## config.mk

```make
export PLATFORM = sky130hd
export DESIGN_NAME = maple_snoop_top
export DESIGN_NICKNAME = d
export VERILOG_FILES = /design/src/rtl/maple_bus_pkg.sv /design/src/rtl/maple_report_pkg.sv /design/src/rtl/maple_in.sv /design/src/rtl/maple.sv /design/src/rtl/maple_snoop_top.sv
export SDC_FILE = /design/constraint.sdc
export NUM_CORES = 1
export LEC_CHECK = 0
export BUFFER_PORTS_ARGS = -buffer_cell sky130_fd_sc_hd__buf_2
export CAP_MARGIN = 40
export CORE_ASPECT_RATIO = 0.5
export CORE_MARGIN = 10
export CORE_UTILIZATION = 55
export DETAILED_ROUTE_END_ITERATION = 16
export PLACE_DENSITY_LB_ADDON = 0.12
export SYNTH_ARGS = -nofsm -noshare
export SYNTH_HDL_FRONTEND = slang
export SYNTH_HIERARCHICAL = 1
export SYNTH_SLANG_ARGS = --single-unit
```

## constraint.sdc

```tcl
create_clock -name clk -period 6 [get_ports clk]
set_clock_uncertainty 0.05 [all_clocks]
set_input_delay 0.6 -clock clk [delete_from_list [all_inputs] [get_ports clk]]
set_output_delay 0.6 -clock clk [all_outputs]
set_load 0.02 [all_outputs]
```

## src/rtl/maple_bus_pkg.sv

```systemverilog
package maple_bus_pkg;

    typedef logic [7:0] maple_byte_t;
    typedef logic [4:0] byte_pos_t;  // saturates at 31

    // decoder to parser, one event word per cycle
    typedef struct packed {
        logic        byte_valid;
        maple_byte_t data;
        logic        start_detected;
        logic        end_detected;
    } maple_rx_t;

    // header bytes of a data reply frame
    localparam maple_byte_t frame_words_reply = 8'd3;
    localparam maple_byte_t addr_host         = 8'd0;  // console side
    localparam maple_byte_t cmd_data_reply    = 8'd8;

    // function codes in the first payload word
    localparam maple_byte_t func_controller   = 8'd1;
    localparam maple_byte_t func_keyboard     = 8'h40;

endpackage

```

## src/rtl/maple_report_pkg.sv

```systemverilog
package maple_report_pkg;

    typedef struct packed {
        logic valid_packet;
        logic trigger_osd;
        logic trigger_default_resolution;
        logic ltrigger;  // fully pressed only
        logic rtrigger;
        logic x;
        logic y;
        logic a;
        logic b;
        logic start;
        logic up;
        logic down;
        logic left;
        logic right;
    } controller_data_t;

    typedef struct packed {
        logic                       valid_packet;
        maple_bus_pkg::maple_byte_t shiftcode;
        maple_bus_pkg::maple_byte_t leds;
        maple_bus_pkg::maple_byte_t key1;
        maple_bus_pkg::maple_byte_t key2;
        maple_bus_pkg::maple_byte_t key3;
        maple_bus_pkg::maple_byte_t key4;
        maple_bus_pkg::maple_byte_t key5;
        maple_bus_pkg::maple_byte_t key6;
    } keyboard_data_t;

endpackage

```

## src/rtl/maple_in.sv

```systemverilog
`timescale 1ns/1ps

module maple_in #(
    parameter int sync_stages = 2
) (
    input  logic                     clk,
    input  logic                     reset,
    input  logic                     pin1,
    input  logic                     pin5,
    input  logic                     arm,
    output logic                     bus_active,
    output maple_bus_pkg::maple_rx_t rx
);
    import maple_bus_pkg::*;

    typedef enum logic [2:0] {
        st_idle,
        st_armed,
        st_start_count,
        st_data,
        st_end_count
    } state_t;

    state_t                 state;
    logic [sync_stages-1:0] pin1_sync;
    logic [sync_stages-1:0] pin5_sync;
    logic                   pin1_s;
    logic                   pin5_s;
    logic                   pin1_q;
    logic                   pin5_q;
    logic                   pin1_fall;
    logic                   pin1_rise;
    logic                   pin5_fall;
    logic                   pin5_rise;
    logic [2:0]             edge_cnt;
    logic [2:0]             bit_cnt;
    logic [6:0]             shift;
    logic                   sample_en;
    logic                   sample_bit;
    logic                   end_hit;

    // lines idle high, so start the chain at one to avoid a false fall
    always_ff @(posedge clk or posedge reset) begin
        if (reset) begin
            pin1_sync <= '1;
            pin5_sync <= '1;
            pin1_q    <= 1'b1;
            pin5_q    <= 1'b1;
        end else begin
            pin1_sync <= {pin1_sync[sync_stages-2:0], pin1};
            pin5_sync <= {pin5_sync[sync_stages-2:0], pin5};
            pin1_q    <= pin1_s;
            pin5_q    <= pin5_s;
        end
    end

    assign pin1_s = pin1_sync[sync_stages-1];
    assign pin5_s = pin5_sync[sync_stages-1];

    assign pin1_fall = pin1_q & ~pin1_s;
    assign pin1_rise = ~pin1_q & pin1_s;
    assign pin5_fall = pin5_q & ~pin5_s;
    assign pin5_rise = ~pin5_q & pin5_s;

    // each line's fall clocks in the other line
    assign sample_en  = pin1_fall | pin5_fall;
    assign sample_bit = pin1_fall ? pin5_s : pin1_s;

    // second pin1 fall with pin5 held low and no pin5 fall in between
    assign end_hit = pin1_fall & ~pin5_s & (edge_cnt == 3'd1);

    always_ff @(posedge clk or posedge reset) begin
        if (reset) begin
            state      <= st_idle;
            edge_cnt   <= '0;
            bit_cnt    <= '0;
            shift      <= '0;
            bus_active <= 1'b0;
            rx         <= '0;
        end else begin
            rx.byte_valid     <= 1'b0;
            rx.start_detected <= 1'b0;
            rx.end_detected   <= 1'b0;

            case (state)
                st_idle: begin
                    if (arm) begin
                        state <= st_armed;
                    end
                end
                st_armed: begin
                    if (pin1_fall) begin
                        edge_cnt <= '0;
                        state    <= st_start_count;
                    end
                end
                st_start_count: begin
                    if (pin1_rise) begin
                        if (edge_cnt == 3'd4) begin
                            rx.start_detected <= 1'b1;
                            bus_active        <= 1'b1;
                            bit_cnt           <= '0;
                            edge_cnt          <= '0;
                            state             <= st_data;
                        end else begin
                            state <= st_armed;  // wrong count, look again
                        end
                    end else if (pin5_fall && edge_cnt != 3'd7) begin
                        edge_cnt <= edge_cnt + 3'd1;
                    end
                end
                st_data: begin
                    if (end_hit) begin
                        state <= st_end_count;
                    end else if (sample_en) begin
                        shift   <= {shift[5:0], sample_bit};
                        bit_cnt <= bit_cnt + 3'd1;
                        if (bit_cnt == 3'd7) begin
                            rx.byte_valid <= 1'b1;
                            rx.data       <= {shift, sample_bit};
                        end
                        // run of pin1 falls with pin5 low
                        edge_cnt <= (pin1_fall && !pin5_s) ? edge_cnt + 3'd1 : 3'd0;
                    end
                end
                st_end_count: begin
                    if (pin5_rise) begin
                        rx.end_detected <= 1'b1;
                        bus_active      <= 1'b0;
                        state           <= st_idle;  // wait for next arm
                    end
                end
                default: begin
                    state <= st_idle;
                end
            endcase
        end
    end

endmodule

```

## src/rtl/maple.sv

```systemverilog
`timescale 1ns/1ps

module maple (
    input  logic                               clk,
    input  logic                               reset,
    input  maple_bus_pkg::maple_rx_t           rx,
    output logic                               arm,
    output maple_report_pkg::controller_data_t controller_data,
    output maple_report_pkg::keyboard_data_t   keyboard_data
);
    import maple_bus_pkg::*;
    import maple_report_pkg::*;

    localparam maple_byte_t trigger_full   = 8'hFF;
    localparam maple_byte_t osd_buttons_hi = 8'hF3;  // X
    localparam maple_byte_t osd_buttons_lo = 8'hF3;  // A + start
    localparam maple_byte_t res_buttons_hi = 8'hFD;  // Y
    localparam maple_byte_t res_buttons_lo = 8'hF5;  // B + start

    byte_pos_t        pos;
    logic [3:0]       ctrl_check;
    logic [3:0]       kbd_check;
    logic [3:0]       osd_hits;
    logic [3:0]       res_hits;
    controller_data_t cdata_in;
    keyboard_data_t   kdata_in;

    always_ff @(posedge clk or posedge reset) begin
        if (reset) begin
            arm             <= 1'b1;  // arm the decoder right out of reset
            pos             <= '0;
            ctrl_check      <= '0;
            kbd_check       <= '0;
            osd_hits        <= '0;
            res_hits        <= '0;
            cdata_in        <= '0;
            kdata_in        <= '0;
            controller_data <= '0;
            keyboard_data   <= '0;
        end else begin
            arm <= rx.end_detected;

            // publish only fully matched headers
            if (rx.end_detected) begin
                if (&ctrl_check) begin
                    controller_data                            <= cdata_in;
                    controller_data.valid_packet               <= 1'b1;
                    controller_data.trigger_osd                <= &osd_hits;
                    controller_data.trigger_default_resolution <= &res_hits;
                end
                if (&kbd_check) begin
                    keyboard_data              <= kdata_in;
                    keyboard_data.valid_packet <= 1'b1;
                end
            end

            if (rx.start_detected || rx.end_detected) begin
                pos        <= '0;
                ctrl_check <= '0;
                kbd_check  <= '0;
                osd_hits   <= '0;
                res_hits   <= '0;
                cdata_in   <= '0;
                kdata_in   <= '0;
            end else if (rx.byte_valid) begin
                case (pos)
                    5'd0: begin
                        if (rx.data == frame_words_reply) begin
                            ctrl_check[0] <= 1'b1;
                            kbd_check[0]  <= 1'b1;
                        end
                    end
                    5'd2: begin
                        if (rx.data == addr_host) begin
                            ctrl_check[1] <= 1'b1;
                            kbd_check[1]  <= 1'b1;
                        end
                    end
                    5'd3: begin
                        if (rx.data == cmd_data_reply) begin
                            ctrl_check[2] <= 1'b1;
                            kbd_check[2]  <= 1'b1;
                        end
                    end
                    5'd4: begin
                        if (rx.data == func_controller) begin
                            ctrl_check[3] <= 1'b1;
                        end else if (rx.data == func_keyboard) begin
                            kbd_check[3] <= 1'b1;
                        end
                    end
                    5'd8: begin
                        cdata_in.ltrigger <= (rx.data == trigger_full);
                        kdata_in.key2     <= rx.data;
                        if (rx.data == trigger_full) begin
                            osd_hits[0] <= 1'b1;
                            res_hits[0] <= 1'b1;
                        end
                    end
                    5'd9: begin
                        cdata_in.rtrigger <= (rx.data == trigger_full);
                        kdata_in.key1     <= rx.data;
                        if (rx.data == trigger_full) begin
                            osd_hits[1] <= 1'b1;
                            res_hits[1] <= 1'b1;
                        end
                    end
                    5'd10: begin
                        // buttons are active low
                        cdata_in.y    <= ~rx.data[1];
                        cdata_in.x    <= ~rx.data[2];
                        kdata_in.leds <= rx.data;
                        osd_hits[2]   <= (rx.data == osd_buttons_hi);
                        res_hits[2]   <= (rx.data == res_buttons_hi);
                    end
                    5'd11: begin
                        cdata_in.b         <= ~rx.data[1];
                        cdata_in.a         <= ~rx.data[2];
                        cdata_in.start     <= ~rx.data[3];
                        cdata_in.up        <= ~rx.data[4];
                        cdata_in.down      <= ~rx.data[5];
                        cdata_in.left      <= ~rx.data[6];
                        cdata_in.right     <= ~rx.data[7];
                        kdata_in.shiftcode <= rx.data;
                        osd_hits[3]        <= (rx.data == osd_buttons_lo);
                        res_hits[3]        <= (rx.data == res_buttons_lo);
                    end
                    5'd12: kdata_in.key6 <= rx.data;
                    5'd13: kdata_in.key5 <= rx.data;
                    5'd14: kdata_in.key4 <= rx.data;
                    5'd15: kdata_in.key3 <= rx.data;
                    default: begin
                        // sender address and trailing words not used
                    end
                endcase
                if (pos != '1) begin
                    pos <= pos + 5'd1;
                end
            end
        end
    end

endmodule

```

## src/rtl/maple_snoop_top.sv

```systemverilog
`timescale 1ns/1ps

module maple_snoop_top #(
    parameter int sync_stages = 2
) (
    input  logic                               clk,
    input  logic                               reset,
    input  logic                               pin1,
    input  logic                               pin5,
    output logic                               bus_active,
    output maple_report_pkg::controller_data_t controller_data,
    output maple_report_pkg::keyboard_data_t   keyboard_data
);
    import maple_bus_pkg::*;

    maple_rx_t rx;
    logic      arm;  // parser re-arms the decoder

    maple_in #(
        .sync_stages(sync_stages)
    ) maple_in_i (
        .clk        (clk),
        .reset      (reset),
        .pin1       (pin1),
        .pin5       (pin5),
        .arm        (arm),
        .bus_active (bus_active),
        .rx         (rx)
    );

    maple maple_i (
        .clk             (clk),
        .reset           (reset),
        .rx              (rx),
        .arm             (arm),
        .controller_data (controller_data),
        .keyboard_data   (keyboard_data)
    );

endmodule

```

==> run summary <==
The highest cell delay on the worst timing path was 0.60 ns. After filler insertion, the fill cell instance count of the layout stands at 1141. Measured along the x axis, the die boundary spans 195 um. After clock tree synthesis, the flow added hold-fix buffers numbering 0. Hold violation count in the final report: 0. The detailed router placed 5290 vias in this run.

After Yosys synthesis, full adders, half adders and majority gates account for 1.79% of the synthesized area. Peak supply drop: 0.218 mV. By area, the combinational part of the netlist is dominated by multiplexers. The data required time at the worst endpoint is 6.31 ns. For the finished layout, the period the worst path requires is 2.24 ns. Entering global routing, the biggest net connects 79 pins.

Summing the areas of all and, or, nand and nor instances in the mapped netlist gives 11.6% of the synthesized area. Yosys attributes the largest share of cell area to sky130_fd_sc_hd__dfrtp_1 (59%), sky130_fd_sc_hd__mux2_2 (11%), sky130_fd_sc_hd__mux2i_1 (4.2%). For the routability congestion estimate, the log shows 0.833. The kind of start point of the critical path is a flop. The arrival time of the worst setup path came out at 2.55 ns.

In this run the standard cell core region covers 14700 sq um. The number of buffers inserted by post-CTS setup repair was 0. For this block, the routed nets add up to 17600 um of wire. The root buffer cell chosen for the clock tree is sky130_fd_sc_hd__clkbuf_16. The detailed router finished its first iteration with 338 violations.

The placed wire-length estimate after detailed placement came out at 11900 um. In this run the remaining antenna-violating nets after routing total 0. On the final layout, the worst hold slack is 0.0623 ns. Yosys printed 6 warnings. The number of cells on the worst reg-to-reg path is 4. The share of the clock period used by the worst path after layout is 37.4%. After detailed routing, the average wire length per cell comes to 18.4 um. The count of buffers added on input and output ports is 83.

The run finished with clean final reports. TritonCTS built the clock tree. For this run, the number of standard cells in the final layout without fillers is 961. The remaining global-route overflow came out at 0. sky130_fd_sc_hd__dfrtp_1 takes more of the synthesized area than any other cell. Setup repair after global routing left no endpoint under its margin. Pin slew with the least headroom to its limit: 0.829 ns. The run gives 0 as the count of maximum capacitance violations. In the layout the commonest cells are sky130_fd_sc_hd__dfrtp_1 (198), sky130_fd_sc_hd__buf_2 (84), sky130_fd_sc_hd__mux2_2 (81). The cell count after placement is 929, and the power density normalized to cell area is 267 nW/um^2. Together, buffers and inverters on the worst path number 0.

The global-route usage over all layers was 17.1%; the number of synthesized register bits was 205. The later pin in the worst-skew pair is clocked with a latency of 0.48 ns. For the count of pins over their slew limit, the log shows 0.

Path type of the worst min-delay path: input port to async pin. In the routed design, unresolved DRC markers number 0. Counting every instance in the synthesized netlist gives 679. The run gives 0 ns as the setup TNS after final layout.

The synthesis-to-layout area growth is 13.9%. The library cell used most frequently in the layout, excluding fill and tap cells, is sky130_fd_sc_hd__dfrtp_1. Walking the worst path, the cells encountered are nand2b_2 > mux2_4 > nor2_1 > mux2_2. Among all stages on the critical path, the largest delay is contributed by sky130_fd_sc_hd__nor2_1. The level count of the clock H-tree was 1; the number of enable-type register cells in the synthesized netlist was 0.

The diode insertion count for antenna repair is 0, and the share of cells above drive strength 1 is 30.0%. Summing internal, switching and leakage power gives 2550 uW. Post-CTS repair changed the size of 0 cells. For the effective utilization at floorplan, the log shows 57.2%. The post-synthesis average cell area works out to 12.4 sq um. The wire length of the first global-routing pass came out at 30000 um. Family with the most delay on the worst path: simple AND/OR/NAND/NOR gates. The headroom to the max-slew limit came out at 44.7%.

The net count after synthesis came out at 695. The critical path is of the flop to flop type. The top achievable clock speed was 445 MHz. The number of sinks on the clock net was 205. The path length in cells of the critical path was 4. The portion of the post-synthesis area used by sequential elements was 61.1%. The largest fanout of any net on the critical path is 11, and the standard-cell row count is 31. The floorplan step defined a die boundary enclosing 20900 sq um. The clock passes through at most 3 buffers.

The top cell type by area accounts for 58.9% of the synthesized area. In the synthesized netlist the dominant register cell turns out to be sky130_fd_sc_hd__dfrtp_1. The synthesized netlist devotes 0.313% of its cell area to XOR and XNOR gates.

The cell area after synthesis came out at 8410 sq um. The initial antenna violation count is 0, and the I/O pin total is 84. Buffers inserted during clock tree synthesis total 18. In this run the static leakage power is 0.00499 uW. The via density per instance is 5.50, and the fraction of registers with async set/reset is 100%. The number of global-route vias before repair came out at 5535. Number of nets at the end of the flow: 767. The detailed-router iteration count before antenna repair was 5; the floorplan die height was 107 um. The final cell utilization of the core is 65.1%, and the complex-gate fraction of the synthesized area is 5.94%. The worst setup path is captured at a flop.

The clock transition at the registers of the reported paths is 0.07 ns. The mux share of post-synthesis cell area was 16.4%; the distinct cell type count after synthesis was 59. Setup violations remaining at the end of the flow were counted as 0.
## registers in the layout (all words and copies together), names as in the netlist, 5 cells and up
register                 flops
maple_i/keyboard_data       65
maple_in_i/rx               11
maple_i/controller_data     14
maple_in_i/shift             7
maple_i/cdata_in            11
maple_i/kdata_in            64
maple_i/pos                  5
## final cells by class
class                           instances  area (sq um)  share of cell area [%]
Timing Repair Buffer                   92           524                    5.48
Multi-Input combinational cell        421          3040                    31.8
Clock inverter                          5          52.6                   0.549
Inverter                               13          53.8                   0.562
Clock buffer                           27           515                    5.39
Tap cell                              198           248                    2.59
Sequential cell                       205          5140                    53.7
## final timing paths
kind | startpoint | slack [ns] | endpoint
worst min-delay path | reset | 0.06 | maple_i/keyboard_data[61]
max in group asynchronous | reset | 4.59 | maple_i/keyboard_data[20]
min in group clk | pin5 | 0.18 | maple_in_i/pin5_sync[0]
worst min register to register | maple_in_i/pin5_sync[0] | 0.31 | maple_in_i/pin5_sync[1]
worst max-delay path | maple_in_i/pin1_sync[1] | 3.76 | maple_in_i/shift[2]
worst max register to register | maple_in_i/pin1_sync[1] | 3.76 | maple_in_i/shift[2]
## routing by layer
metal,track usage (%),vias up,wire length [um]
met5,0,-,0
li1,-,2484,-
met3,4.26,17,1170
met4,3.09,0,208
met1,24.2,2661,8480
met2,26.4,128,7790
## cell usage after synthesis (2+ instances only)
master	count
sky130_fd_sc_hd__buf_2	14
sky130_fd_sc_hd__a41oi_1	3
sky130_fd_sc_hd__buf_4	2
sky130_fd_sc_hd__and4_1	2
sky130_fd_sc_hd__ha_1	12
sky130_fd_sc_hd__and2b_2	2
sky130_fd_sc_hd__nand3_1	12
sky130_fd_sc_hd__mux2i_1	35
sky130_fd_sc_hd__o211a_1	8
sky130_fd_sc_hd__a22o_1	2
sky130_fd_sc_hd__nor4_1	5
sky130_fd_sc_hd__nor2_1	62
sky130_fd_sc_hd__nor2b_1	2
sky130_fd_sc_hd__mux2_4	8
sky130_fd_sc_hd__nand2_1	79
sky130_fd_sc_hd__a211oi_1	2
sky130_fd_sc_hd__nand4_1	6
sky130_fd_sc_hd__dfrtp_1	198
sky130_fd_sc_hd__nand2b_1	9
sky130_fd_sc_hd__dfstp_2	7
sky130_fd_sc_hd__nor3_1	4
sky130_fd_sc_hd__nor3_4	2
sky130_fd_sc_hd__inv_1	12
sky130_fd_sc_hd__a31o_1	2
sky130_fd_sc_hd__a31oi_1	3
sky130_fd_sc_hd__a21o_1	2
sky130_fd_sc_hd__xnor2_1	2
sky130_fd_sc_hd__or3_1	2
sky130_fd_sc_hd__and3_1	3
sky130_fd_sc_hd__a21oi_1	41
sky130_fd_sc_hd__o22ai_1	2
sky130_fd_sc_hd__clkbuf_1	21
sky130_fd_sc_hd__nor2_4	2
sky130_fd_sc_hd__o21ai_0	5
sky130_fd_sc_hd__buf_1	2
sky130_fd_sc_hd__mux2_2	81
## kinds of logic after synthesis
logic type / count (synthesis)
DFF: 205
muxes: 124
buffers and inverters: 53
and+or+nand+nor: 204
adders and majority gates: 12
xor gates and xnor gates: 3
AOI/OAI and AO/OA: 78
## per-stage QoR
| stage | setup WS (ns) | cell area [sq um] |
|---|---|---|
| floorplan | 0.720 | 8410 |
| global placement | 3.64 | 8920 |
| detailed placement | 3.73 | 9000 |
| CTS | 3.74 | 9570 |
| global route | 3.61 | 9570 |
| finish | 3.76 | 9570 |
## where the power goes
group / internal, uW / leakage (uW) / total [uW] / switching, uW
clock: 640 / 0.000276 / 1130 / 485
combinational: 8.77 / 0.00187 / 38.3 / 29.6
sequential: 1390 / 0.00284 / 1390 / 2.22
Power figures use the tool's default switching activity.
